[config.mk]
export PLATFORM = sky130hd
export DESIGN_NAME = op_ring_ctrl
export DESIGN_NICKNAME = d
export VERILOG_FILES = /design/src/hdl/spmv_pkg.sv /design/src/hdl/op_ring_ctrl.sv
export SDC_FILE = /design/constraint.sdc
export NUM_CORES = 1
export LEC_CHECK = 0
export BUFFER_PORTS_ARGS = -buffer_cell sky130_fd_sc_hd__buf_2
export CORE_MARGIN = 2
export CORE_UTILIZATION = 61
export CTS_CLUSTER_SIZE = 12
export DETAILED_ROUTE_END_ITERATION = 8
export PLACE_DENSITY = 0.94
export SYNTH_ARGS = -nofsm -noshare
export SYNTH_HDL_FRONTEND = slang
export SYNTH_SLANG_ARGS = --single-unit
[constraint.sdc]
create_clock -name clk -period 5.87 [get_ports clk]
set_input_delay 1.174 -clock clk [delete_from_list [all_inputs] [get_ports clk]]
set_output_delay 1.174 -clock clk [all_outputs]
set_load 0.05 [all_outputs]
[src/hdl/spmv_pkg.sv]
package spmv_pkg;

    // widths with a meaning of their own
    typedef logic [47:0] addr_t;
    typedef logic [63:0] word_t;
    typedef logic [47:0] reg_val_t;
    typedef logic [1:0]  dec_tag_t;
    typedef logic [3:0]  reg_idx_t;
    typedef logic [3:0]  pe_id_t;
    typedef logic [2:0]  rsp_tag_t;

    typedef enum logic [2:0] {
        OP_NOP    = 3'd0,
        OP_RST    = 3'd1,
        OP_STEADY = 3'd2,
        OP_LD     = 3'd3,
        OP_READ   = 3'd4,
        OP_RETURN = 3'd5
    } op_code_e;

    // ring word, msb first
    typedef struct packed {
        logic [51:0] data;
        reg_idx_t    reg_idx;
        logic        broadcast;
        pe_id_t      pe_id;
        op_code_e    opcode;
    } op_word_t;

    // loads carry source in bit 0 and decoder tag in bits 2:1
    typedef struct packed {
        logic  ld;
        logic  st;
        addr_t addr;
        word_t d_or_tag;
    } mem_req_t;

    typedef struct packed {
        rsp_tag_t tag;
        word_t    q;
    } mem_rsp_t;

    localparam reg_idx_t REG_Y_ADDR = 4'd0;
    localparam reg_idx_t REG_Y_END  = 4'd1;

    localparam addr_t Y_STRIDE = 48'd8;

    localparam int SRC_DEPTH   = 32;
    localparam int ISSUE_DEPTH = 32;

    localparam int IDX_AF   = 8;
    localparam int X_AF     = 8;
    localparam int RES_AF   = 8;
    localparam int ISSUE_AF = 4;

    localparam int STEADY_TIMEOUT_BIT = 5;

endpackage

[src/hdl/op_ring_ctrl.sv]
`timescale 1ns/100ps

module op_ring_ctrl #(
    parameter spmv_pkg::pe_id_t PE_ID = 4'd0
) (
    input  logic               clk,
    input  logic               rst_n,
    input  spmv_pkg::op_word_t op_in,
    output spmv_pkg::op_word_t op_out,
    input  logic               busy_in,
    output logic               busy_out,
    input  logic               store_slot,
    input  logic               issue_idle,
    output logic               flush,
    output spmv_pkg::addr_t    y_addr,
    output logic               y_done
);

    import spmv_pkg::*;

    typedef enum logic {
        IDLE,
        STEADY
    } state_e;

    state_e   state_q;
    state_e   state_d;
    op_word_t op_in_q;
    op_word_t op_q;
    op_word_t op_out_q;
    op_word_t op_out_d;
    reg_val_t y_addr_q;
    reg_val_t y_end_q;
    reg_val_t rd_val;
    logic     busy_in_q;
    logic     busy_out_q;
    logic     addressed;
    logic     rd_valid;
    logic     drained;
    logic [STEADY_TIMEOUT_BIT:0] drain_timer;

    // second ring stage is the decode point
    assign addressed = op_q.broadcast || (op_q.pe_id == PE_ID);
    assign rd_valid  = (op_q.reg_idx == REG_Y_ADDR) || (op_q.reg_idx == REG_Y_END);
    assign rd_val    = (op_q.reg_idx == REG_Y_END) ? y_end_q : y_addr_q;

    assign flush   = addressed && (op_q.opcode == OP_RST);
    assign y_done  = (y_addr_q == y_end_q);
    assign drained = y_done && issue_idle;

    // return word overwrites the slot after the read
    always_comb begin
        op_out_d = op_in_q;
        if (addressed && op_q.opcode == OP_READ && rd_valid) begin
            op_out_d.opcode    = OP_RETURN;
            op_out_d.pe_id     = PE_ID;
            op_out_d.broadcast = 1'b0;
            op_out_d.reg_idx   = op_q.reg_idx;
            op_out_d.data      = 52'(rd_val);
        end
    end

    always_comb begin
        state_d = state_q;
        if (state_q == STEADY && drain_timer[STEADY_TIMEOUT_BIT]) begin
            state_d = IDLE;
        end
        if (addressed) begin
            case (op_q.opcode)
                OP_RST:    state_d = IDLE;
                OP_STEADY: state_d = STEADY;
                default:   state_d = state_d;
            endcase
        end
    end

    always_ff @(posedge clk) begin
        if (!rst_n) begin
            op_in_q    <= '0;
            op_q       <= '0;
            op_out_q   <= '0;
            busy_in_q  <= 1'b0;
            busy_out_q <= 1'b0;
            state_q    <= IDLE;
        end else begin
            op_in_q    <= op_in;
            op_q       <= op_in_q;
            op_out_q   <= op_out_d;
            busy_in_q  <= busy_in;
            busy_out_q <= (state_q == STEADY) || busy_in_q;
            state_q    <= state_d;
        end
    end

    // counts drained cycles while steady, holds at the timeout bit
    always_ff @(posedge clk) begin
        if (!rst_n || state_q == IDLE || !drained) begin
            drain_timer <= '0;
        end else if (!drain_timer[STEADY_TIMEOUT_BIT]) begin
            drain_timer <= drain_timer + 1'b1;
        end
    end

    // a load in the same cycle wins over the store step
    always_ff @(posedge clk) begin
        if (!rst_n) begin
            y_addr_q <= '0;
            y_end_q  <= '0;
        end else begin
            if (store_slot && !y_done) begin
                y_addr_q <= y_addr_q + Y_STRIDE;
            end
            if (addressed && op_q.opcode == OP_LD) begin
                case (op_q.reg_idx)
                    REG_Y_ADDR: y_addr_q <= reg_val_t'(op_q.data);
                    REG_Y_END:  y_end_q  <= reg_val_t'(op_q.data);
                    default:    y_end_q  <= y_end_q;
                endcase
            end
        end
    end

    assign op_out   = op_out_q;
    assign busy_out = busy_out_q;
    assign y_addr   = y_addr_q;

endmodule

* Yosys cells after proc, flatten, opt, wreduce, memory -nomap -nowiden
Index checks and enable logic that the tools add are counted.
Operators by class: $add $sub $neg 2, multiply operators 0, div/mod/pow operators 0, magnitude comparators 0, eq/ne operators 6, shift-type cells 0, mux-type cells 9, bitwise gates (word level) 2, reductions and logical operators 19
Operator list (number):
- $mux 48 | 4
- $mux 60 | 1
- $add 48x4->48 const B | 1
- $eq 48x48->1 | 1
- $logic_not 4->1 | 2
- $logic_and 1x1->1 | 7
- $add 6x1->6 const B | 1
- $eq 3x2->1 const B | 2
- $mux 6 | 1
- $logic_or 1x1->1 | 5
- $eq 4x1->1 const B | 1
- $eq 3x1->1 const B | 1
- $eq 3x3->1 const B | 1
- $logic_not 1->1 | 3
- $mux 1 | 2
- $not 1->1 | 2
- $pmux 1 s2 | 1
- $reduce_and 2->1 | 1
- $reduce_or 2->1 | 1
Word-level totals: register bits 293, latch bits 0, bits in writable memories 0, ROM bits 0, input bits 69, output and inout bits 115, word-level logic and storage cells 62, memories kept 0

* Logic depth before layout (Yosys ltp)
Gate-level depths: netlist of the first run.
depth in word-level cells 6, depth in mapped cells 10, mapped depth without buffers 7

* Least setup slack after synthesis of the first run
OpenSTA, ideal clock, no wires.
path type register to output, start reg y_addr_q[32] (netlist: y_addr[32]), end out y_done, data arrival time 2.189 ns, data required time 4.696 ns, path slack 2.507 ns, cell stages (with the launch flop) 9, buffers on the path 3, cells stage by stage dfxtp_1 buf_2 xnor2_1 nand4_1 nor4_1 nand3_1 inv_2 buf_2 buf_6
On the way: longest elaborated chain between the ends 1
Ends and longest elaborated chain:
- start: declaration | RTL line op_ring_ctrl.sv:32 | reg_val_t y_addr_q;
- start signal: assignment | RTL line op_ring_ctrl.sv:111 | y_addr_q <= y_addr_q + Y_STRIDE;
- start signal: assignment | RTL line op_ring_ctrl.sv:115 | REG_Y_ADDR: y_addr_q <= reg_val_t'(op_q.data);
- $eq 48x48->1 | RTL line op_ring_ctrl.sv:48 | assign y_done = (y_addr_q == y_end_q);
- end: declaration | RTL line op_ring_ctrl.sv:16 | output logic y_done
Every way passes these cells.

* Worst setup path after layout of the first run
start reg y_addr_q[0] (netlist: y_addr[0]), end out y_done
Same word-level chain as after synthesis.

==> out/summary.txt, run 1 <==
CLOCKING
--------------------------------------------------------------------------------------
Clock transition at the registers of the reported paths                          60 ps
Clock latency on the worst-skew pair                                            550 ps
Post-cts sizing count                                                                0
Post-CTS setup buffer count                                                          0
Inserted Clock Buffers                                                              30
Root buffer cell                                                             clkbuf_16
Clock Sink Count                                                                   293
CTS tree                                                                           yes
Clk buf depth                                                                        3
Count of H-tree levels built during CTS                                              1
Cts hold-fix bufs                                                                    0

TIMING
--------------------------------------------------------------------------------------
Worst setup skew after layout                                                  10.8 ps
Achievable clock frequency                                                     243 MHz
Max-slew headroom at the worst pin                                               23.1%
Hold Violations, Final                                                               0
Tightest Pin Transition                                                        1150 ps
Unrepaired setup endpoints after global routing                                     no
Final critical-path required period                                            4110 ps
Share of the cycle needed by the critical path after routing                     70.1%
Setup Viol. Count Final                                                              0
Number of slew-limit violations in the final report                                  0
Post-route setup TNS                                                              0 ps

SYNTHESIS
--------------------------------------------------------------------------------------
Commonest register cell after synthesis                                        dfxtp_1
Number of synthesized flops with an enable pin                                       0
Post-synthesis cell area                                                   0.0117 mm^2
Top-area cell type share of the netlist area                                     50.2%
Post-Syn Nets                                                                     1303
FFs w/ async S/R, synth                                                             0%
Portion of the post-synthesis area used by sequential elements                   50.2%
Number of storage elements in the synthesis netlist                                293
Cell with the most instances after synthesis                                   dfxtp_1
Post-synthesis cell type with the largest combined area                        dfxtp_1
Unique cell type count in the Yosys netlist                                         55
Number of instances in the synthesized netlist                                    1232
Top post-synthesis cells by area                                          dfxtp_1 (50%), and2_1 (7.3%), nand2_1 (5.8%)
Per-instance average area after synthesis                                    9.48 um^2
Synthesis Warnings                                                                   0
Most frequent cells after synthesis                                       dfxtp_1 (293), nand2_1 (179), and2_1 (137)

GRT
--------------------------------------------------------------------------------------
Antenna violations before repair                                                     0
Number of global-route vias before repair                                         9196
Global-route wire length before repair                                         47.6 mm
Largest net degree at the start of global routing                                  166
GRT overflow                                                                         0
Combined global-route utilization of all metal layers                            29.1%

DIE
--------------------------------------------------------------------------------------
Die height                                                                      142 um
Core region area                                                           0.0188 mm^2
Starting Density                                                                 62.2%
Placement Rows                                                                      50
Die width                                                                       142 um
Floorplan die area                                                         0.0203 mm^2
I/O pin count                                                                      184

HOLD PATH
--------------------------------------------------------------------------------------
Classification of the worst-slack hold path                               flip-flop to flip-flop

RUN
--------------------------------------------------------------------------------------
Total of max-cap violations                                                          0

SETUP PATH
--------------------------------------------------------------------------------------
Worst-path cell chain                                                     xnor2_1 -> nand4_1 -> nor4_1 -> nand3_1 -> inv_2 -> buf_2
Worst path buffer plus inverter count                                                2
Req. time, crit path                                                           4700 ps
Delay of the slowest cell on the worst path                                     590 ps
CP max FO                                                                           11
Critical path launch point type                                              flip-flop
CP endpoint kind                                                           output port
Library cell contributing the largest single delay on the critical path         nor4_1
Arrival time of the worst setup path                                           2940 ps
Cell family with the largest share of critical-path delay                 simple AND/OR/NAND/NOR gates
CP Class                                                                  flip-flop to output port

DETAILED ROUTING
--------------------------------------------------------------------------------------
Met2 Routed Length                                                             14.2 mm
Iteration count of the initial detailed-routing pass                                 6
Via-per-instance ratio                                                            5.99
Top routing layer in use                                                          met4
Antenna Violating Nets Remaining                                                     0
Detailed-routed wire length on met3                                            2.45 mm
Routed length on met1                                                          12.1 mm
Average routed wire per standard cell                                          18.6 um
Number of vias after detailed routing                                             9617
1st-iter DRT viols                                                                 859
Remaining routing DRC violations                                                     0
Post-Route WL                                                                  29.9 mm

OUTCOME
--------------------------------------------------------------------------------------
Outcome                                                                      completed

POWER
--------------------------------------------------------------------------------------
Leak                                                                           5.65 nW
Worst voltage drop across the vdd grid                                          243 uV
Power Dens Cells                                                           313 mW/mm^2

FINAL LAYOUT
--------------------------------------------------------------------------------------
Count of nets after finishing                                                     1430
Antenna diode count                                                                  0
Number of fill cells in the layout                                                1343
Area growth from synthesis to final layout                                       15.1%
Core Util, Final                                                                 71.6%
Layout cells sized above 1                                                       18.2%

PLACEMENT
--------------------------------------------------------------------------------------
Count of port buffers added during placement                                       183
Dpl hpwl                                                                       18.9 mm
Final Wtd Congestion                                                             0.969

[worst register-to-register path: cells and delay by family (launching register included)]
family | cells | cell delay, ps
flip-flops | 1 | 300
AND/OR/NAND/NOR | 4 | 1700
AO/OA/AOI/OAI | 1 | 220
buffers and inverters | 2 | 1240
[sequential cells by signal, summed over array words and instances (netlist names)]
| name | flops |
|---|---|
| op_out | 64 |
| busy_out | 1 |
| state_q | 1 |
| drain_timer | 6 |
| busy_in_q | 1 |
| op_q | 60 |
| y_end_q | 48 |
| op_in_q | 64 |
| y_addr | 48 |
[worst paths after layout]
check                                 from          end  slack (ps)  depth (start not counted)
worst max-delay path             y_addr[0]       y_done        1760                          6
worst min register to register  op_in_q[7]      op_q[7]         450                          1
worst max register to register     op_q[9]  y_end_q[47]        2330                          7
worst min-delay path            op_in_q[7]      op_q[7]         450                          1
[layout make-up]
type                    count  area, um^2  area share (%)
clock buffers              37         807            6.00
clock inverters             8        51.3           0.382
inverters                   3        11.3          0.0838
repair buffers            192         990            7.36
multi-input cells         839        5420            40.3
flip-flops and latches    293        5870            43.6
well taps                 234         293            2.18
[kinds of logic after synthesis]
family	after synthesis	share of synthesized area [%]
buf+inv	100	3.63
fa+ha+maj	2	0.214
simple gates	512	23.7
mux	50	4.29
xor+xnor	53	3.97
compound gates	222	14.0
flops	293	50.2
[metrics by stage]
step / std cells / hold WS, ps / instance area (um^2) / total power, W / setup WS [ps]
6_report: 1606 / 451 / 13400 / 0.00420 / 1760
5_1_grt: 1606 / 464 / 13400 / 0.00434 / 1510
4_1_cts: 1606 / 450 / 13400 / 0.00421 / 1820
2_1_floorplan: 1232 / 418 / 11700 / 0.00245 / 2510
3_3_place_gp: 1561 / 433 / 12600 / 0.00253 / 2440
3_5_place_dp: 1561 / 429 / 12600 / 0.00254 / 2390
[cell usage in the layout (no fill, tap or decap), types with 12 or more instances in the layout]
cell / instances
or4_1: 12
nor2_1: 20
dfxtp_1: 293
o21ai_0: 47
nand2_1: 179
and2_1: 136
xnor2_1: 51
clkbuf_16: 30
nand3_1: 48
a31oi_1: 31
mux2i_1: 50
o211a_1: 48
a21boi_0: 53
o31ai_1: 13
buf_2: 182
or3_1: 24
nand4_1: 22
[power by group]
group	internal, W	switching, W	total, W
Combinational	0.000115	0.000298	0.000413
Clock	0.000958	0.000733	0.00169
Sequential	0.00206	0.0000396	0.00210
Total	0.00313	0.00107	0.00420
[routing by layer]
layer / global-route usage, % / vias to the layer above
li1: - / 4538
met1: 36.9 / 4540
met2: 49.0 / 448
met3: 5.65 / 91
met4: 11.7 / 0
met5: 0 / -
Power figures use the tool's default switching activity.
==> run 2, diff against run 1 <==
- ABC_AREA: unset -> 1
- CORE_UTILIZATION: 61 -> 51
- PLACE_DENSITY: 0.94 -> 0.85
- clock period: 5.87 -> 3.3 ns (I/O delays scaled with it)
==> run 2 against run 1 <==
  * Cell area increased by 6.2%
  * Critical path depth increased by 2
  * Global-route usage decreased by 5.5 points
  * Via count increased by 14%
  * Clock skew increased by 3.9 ps
  * Total power increased by 86%
  * Worst setup slack got worse by 1400 ps
  * Sequential cell count unchanged
  * Sequential share of layout area decreased by 2.5 points
  * Worst hold slack got worse by 170 ps
  * Combinational power increased by 72%
  * Critical path type unchanged
==> out/summary.txt, run 2 <==
CLOCKING
-----------------------------------------------------------------------------
Post-cts sizing count                                                       0
Clock latency on the worst-skew pair                                   550 ps
Post-CTS setup buffer count                                                 0
Clock transition at the registers of the reported paths                 60 ps
Cts hold-fix bufs                                                           0
CTS tree                                                                  yes
Root buffer cell                                                    clkbuf_16
Clk buf depth                                                               3
Inserted Clock Buffers                                                     31
Count of H-tree levels built during CTS                                     1
Clock Sink Count                                                          293

HOLD PATH
-----------------------------------------------------------------------------
Classification of the worst-slack hold path                      input port to flip-flop

SETUP PATH
-----------------------------------------------------------------------------
Arrival time of the worst setup path                                  2260 ps
CP max FO                                                                   7
Req. time, crit path                                                  2640 ps
Critical path launch point type                                     flip-flop
CP Class                                                         flip-flop to output port
CP endpoint kind                                                  output port

DIE
-----------------------------------------------------------------------------
Starting Density                                                        52.0%
Die height                                                             159 um
I/O pin count                                                             184
Core region area                                                  0.0235 mm^2
Die width                                                              159 um
Floorplan die area                                                0.0252 mm^2
Placement Rows                                                             56

TIMING
-----------------------------------------------------------------------------
Max-slew headroom at the worst pin                                      34.0%
Share of the cycle needed by the critical path after routing            88.6%
Number of slew-limit violations in the final report                         0
Tightest Pin Transition                                                990 ps
Hold Violations, Final                                                      0
Final critical-path required period                                   2920 ps
Achievable clock frequency                                            342 MHz
Setup Viol. Count Final                                                     0
Final setup slack of the worst path                                    376 ps
Post-route setup TNS                                                     0 ps
Worst setup skew after layout                                         14.6 ps
Unrepaired setup endpoints after global routing                            no

SYNTHESIS
-----------------------------------------------------------------------------
Unique cell type count in the Yosys netlist                                34
Number of instances in the synthesized netlist                           1725
Most frequent cells after synthesis                              nand2_1 (425), inv_1 (332), dfxtp_1 (293)
Top-area cell type share of the netlist area                            48.1%
Portion of the post-synthesis area used by sequential elements          48.1%
Cell with the most instances after synthesis                          nand2_1
Post-synthesis cell type with the largest combined area               dfxtp_1
Synthesis Warnings                                                          0
Per-instance average area after synthesis                           7.07 um^2
Number of synthesized flops with an enable pin                              0
Number of storage elements in the synthesis netlist                       293
Post-synthesis cell area                                          0.0122 mm^2
Post-Syn Nets                                                            1796
Commonest register cell after synthesis                               dfxtp_1
FFs w/ async S/R, synth                                                    0%
Top post-synthesis cells by area                                 dfxtp_1 (48%), nand2_1 (13%), inv_1 (10%)

FINAL LAYOUT
-----------------------------------------------------------------------------
Highest-count cells in the layout ignoring fill and taps         nand2_1 (425), inv_1 (332), dfxtp_1 (293), buf_2 (182), o21ai_0 (181)
Count of nets after finishing                                            1942
Number of fill cells in the layout                                       2064
Layout cells sized above 1                                              14.3%
Leading cell type in the layout, fill and taps excluded               nand2_1
Area growth from synthesis to final layout                              17.0%
Antenna diode count                                                         0

GRT
-----------------------------------------------------------------------------
Global-route wire length before repair                                48.3 mm
Largest net degree at the start of global routing                         144
Combined global-route utilization of all metal layers                   23.6%
Antenna violations before repair                                            0
GRT overflow                                                                0
Number of global-route vias before repair                               10200

DETAILED ROUTING
-----------------------------------------------------------------------------
Remaining routing DRC violations                                            0
Average routed wire per standard cell                                 13.7 um
Via-per-instance ratio                                                   4.97
Post-Route WL                                                         30.3 mm
Antenna Violating Nets Remaining                                            0
1st-iter DRT viols                                                        759
Iteration count of the initial detailed-routing pass                        7
Number of vias after detailed routing                                   11000

PLACEMENT
-----------------------------------------------------------------------------
Final Wtd Congestion                                                    0.949
Pre-CTS setup slack                                                    686 ps
Count of port buffers added during placement                              183
Dpl hpwl                                                              20.6 mm

POWER
-----------------------------------------------------------------------------
Power Dens Cells                                                  547 mW/mm^2
Worst voltage drop across the vdd grid                                 475 uV
Leak                                                                  7.38 nW

OUTCOME
-----------------------------------------------------------------------------
Outcome                                                             completed

RUN
-----------------------------------------------------------------------------
Total of max-cap violations                                                 0

-- run 2: worst max-delay path: stages, from the launching register on --
cell,delay [ps]
dfxtp_1,490
xnor2_1,170
nand2_1,110
nor2_1,170
nand2_1,70
nor2_1,190
nand3_2,130
inv_2,110
buf_2,270
-- run 2: cell families after synthesis --
kind of cell	synth area share, %
DFF	48.1
buffers and inverters	13.6
and+or+nand+nor	25.4
xor gates and xnor gates	2.23
AOI/OAI and AO/OA	10.5
adders and majority gates	0.205
-- run 2: power breakdown --
part	internal [W]	switching, W	leakage (nW)
Clock	0.00202	0.00135	0.481
Combinational	0.000173	0.000535	4.50
Sequential	0.00365	0.0000583	2.40
Total	0.00585	0.00195	7.38
-- run 2: per-layer routing --
metal  part of all wire, %  wire, um  track usage (%)
met3                   6.2      1880             3.97
met4                   2.4       731             8.15
met5                     0         0                0
met1                    45     13500             30.2
met2                    47     14200             40.2
-- run 2: cell type report --
type                    instances  area [um^2]  area share, %
clock buffers                  41          853           5.98
flip-flops and latches        293         5870           41.1
repair buffers                199         1050           7.39
well taps                     319          399           2.80
multi-input cells            1005         4690           32.9
clock inverters                 8          123          0.859
inverters                     341         1280           8.97
-- run 2: worst paths after layout --
| path | from | to | slack [ps] | cells after the start |
|---|---|---|---|---|
| setup / recovery | y_addr[14] | y_done | 380 | 8 |
| hold / removal | op_in[19] | op_in_q[19] | 280 | 3 |
| setup reg to reg | y_addr[31] | y_addr[46] | 740 | 14 |
| hold reg to reg | op_in_q[62] | op_out[62] | 400 | 2 |
-- run 2: per-stage QoR --
| stage | instances | area [um^2] | hold slack, ps | total power (W) | util, % |
|---|---|---|---|---|---|
| floorplan | 1725 | 12200 | 394 | 0.00433 | - |
| global placement | 2157 | 13300 | 395 | 0.00447 | 56.6 |
| detailed placement | 2157 | 13300 | 401 | 0.00449 | 56.6 |
| CTS | 2206 | 14300 | 263 | 0.00784 | 60.8 |
| global route | 2206 | 14300 | 277 | 0.00808 | 60.8 |
| finish | 2206 | 14300 | 284 | 0.00780 | 60.8 |
==> run 3, diff against run 2 <==
- ABC_AREA: 1 -> unset
- CORE_ASPECT_RATIO: unset -> 0.8
==> run 3 against run 2 <==
  * Non-clock buffer count increased by 2
  * Cell count is 24% lower
  * Largest power group unchanged
  * Worst setup slack lost 250 ps
  * Die area decreased by 4.1%
  * Cell area shrank 4.5%
  * Critical endpoint unchanged
  * Critical path depth is 1 lower
==> out/summary.txt, run 3 (synthesized netlist as in run 1, its figures left out) <==
OUTCOME
--------------------------------------------------------------------------------------
Outcome                                                                      completed

CLOCKING
--------------------------------------------------------------------------------------
Clk buf depth                                                                        3
Clock Sink Count                                                                   293
Root buffer cell                                                             clkbuf_16
Cts hold-fix bufs                                                                    0
CTS tree                                                                           yes
Count of H-tree levels built during CTS                                              1
Inserted Clock Buffers                                                              29
Post-CTS setup buffer count                                                          0
Clock transition at the registers of the reported paths                          70 ps
Post-cts sizing count                                                                0
Clock latency on the worst-skew pair                                            570 ps

GRT
--------------------------------------------------------------------------------------
Number of global-route vias before repair                                         8771
Antenna violations before repair                                                     1
Combined global-route utilization of all metal layers                            23.6%
GRT overflow                                                                         0
Global-route wire length before repair                                         46.7 mm
Largest net degree at the start of global routing                                  102

DETAILED ROUTING
--------------------------------------------------------------------------------------
Antenna Violating Nets Remaining                                                     0
Post-Route WL                                                                  29.2 mm
Number of vias after detailed routing                                             9449
Iteration count of the initial detailed-routing pass                                 5
Remaining routing DRC violations                                                     0
Via-per-instance ratio                                                            5.61
Average routed wire per standard cell                                          17.4 um
1st-iter DRT viols                                                                 709

FINAL LAYOUT
--------------------------------------------------------------------------------------
Multi-input gate area in the final layout                                 0.00543 mm^2
Layout cells sized above 1                                                       18.4%
Count of placed standard cells in the final layout, fillers left out              1684
Number of fill cells in the layout                                                1953
Highest-count cells in the layout ignoring fill and taps                  dfxtp_1 (293), buf_2 (182), nand2_1 (179), and2_1 (136), a21boi_0 (53)
Sequential cell area in the final layout                                  0.00587 mm^2
Final Instance Area                                                        0.0136 mm^2
Antenna diode count                                                                  0
Area growth from synthesis to final layout                                       16.6%
Leading cell type in the layout, fill and taps excluded                        dfxtp_1
Count of nets after finishing                                                     1438

DIE
--------------------------------------------------------------------------------------
Starting Density                                                                 51.9%
Floorplan die area                                                         0.0241 mm^2
Die height                                                                      139 um
I/O pin count                                                                      184
Placement Rows                                                                      49
Die width                                                                       173 um
Core region area                                                           0.0225 mm^2

POWER
--------------------------------------------------------------------------------------
Leak                                                                           5.69 nW
Power Dens Cells                                                           548 mW/mm^2
Tot Pwr                                                                      0.00746 W
Worst voltage drop across the vdd grid                                          419 uV

SETUP PATH
--------------------------------------------------------------------------------------
Arrival time of the worst setup path                                           2520 ps
Delay of the slowest cell on the worst path                                     410 ps
Critical path launch point type                                              flip-flop
Cell family with the largest share of critical-path delay                 simple AND/OR/NAND/NOR gates
CP Class                                                                  flip-flop to output port
Library cell contributing the largest single delay on the critical path        dfxtp_1
Worst path buffer plus inverter count                                                3
Req. time, crit path                                                           2640 ps
CP max FO                                                                            8
CP endpoint kind                                                           output port
Worst-path cell chain                                                     xnor2_1 -> nand4_1 -> nor4_1 -> buf_4 -> nand3_1 -> inv_2 -> buf_2

TIMING
--------------------------------------------------------------------------------------
Post-route setup TNS                                                              0 ps
Unrepaired setup endpoints after global routing                                     no
Hold Violations, Final                                                               0
Final critical-path required period                                            3180 ps
Worst setup skew after layout                                                  24.1 ps
Max-slew headroom at the worst pin                                               47.8%
Setup Viol. Count Final                                                              0
Hold Slack                                                                      297 ps
Number of slew-limit violations in the final report                                  0
Tightest Pin Transition                                                         777 ps
Achievable clock frequency                                                     315 MHz
Share of the cycle needed by the critical path after routing                     96.3%

PLACEMENT
--------------------------------------------------------------------------------------
Instance area at placement                                                 0.0128 mm^2
# placed instances                                                                1642
Final Wtd Congestion                                                             0.917
Dpl hpwl                                                                       19.3 mm
Count of port buffers added during placement                                       183

HOLD PATH
--------------------------------------------------------------------------------------
Classification of the worst-slack hold path                               input port to flip-flop

RUN
--------------------------------------------------------------------------------------
Total of max-cap violations                                                          0

-- run 3: final timing paths --
path,cells past startpoint,start,to,slack (ps)
max,7,y_addr[44],y_done,120
min,2,op_in[60],op_in_q[60],300
max reg2reg,7,op_q[4],y_addr[20],510
min reg2reg,1,op_in_q[11],op_q[11],440
-- run 3: per-layer routing --
metal	vias up	routed length, um	GRT usage (%)
li1	4570	-	-
met2	351	12700	36.0
met4	0	733	5.89
met5	-	0	0
met3	57	2510	6.15
met1	4471	13300	33.3
-- run 3: power by group --
part	leakage [nW]	internal (W)	total [W]	switching (W)
registers	2.40	0.00366	0.00373	0.0000687
logic	2.88	0.000221	0.000750	0.000529
clock network	0.405	0.00166	0.00298	0.00132
-- run 3: area by class of cell --
class                      count  area share (%)
sequential                   293            43.1
multi-input combinational    839            39.9
timing repair buffer         201            8.13
clock buffer                  39            5.82
tap                          306            2.81
clock inverter                 3           0.220
inverter                       3          0.0827
-- run 3: per-stage QoR --
step                      worst slack (ps)  utilization [%]
after floorplan                        451                -
after global placement                 589             56.9
after detailed placement               608             56.9
after CTS                             97.3             60.5
after global routing                  67.5             60.5
final                                  123             60.5
-- run 3: worst reg2reg max path, stage by stage (launching register included) --
cell and delay (ps):
dfxtp_1 290, nor4_1 410, o21ai_0 300, nand4bb_4 680, buf_12 410, buf_4 220
o21ai_0 250, a31oi_1 70
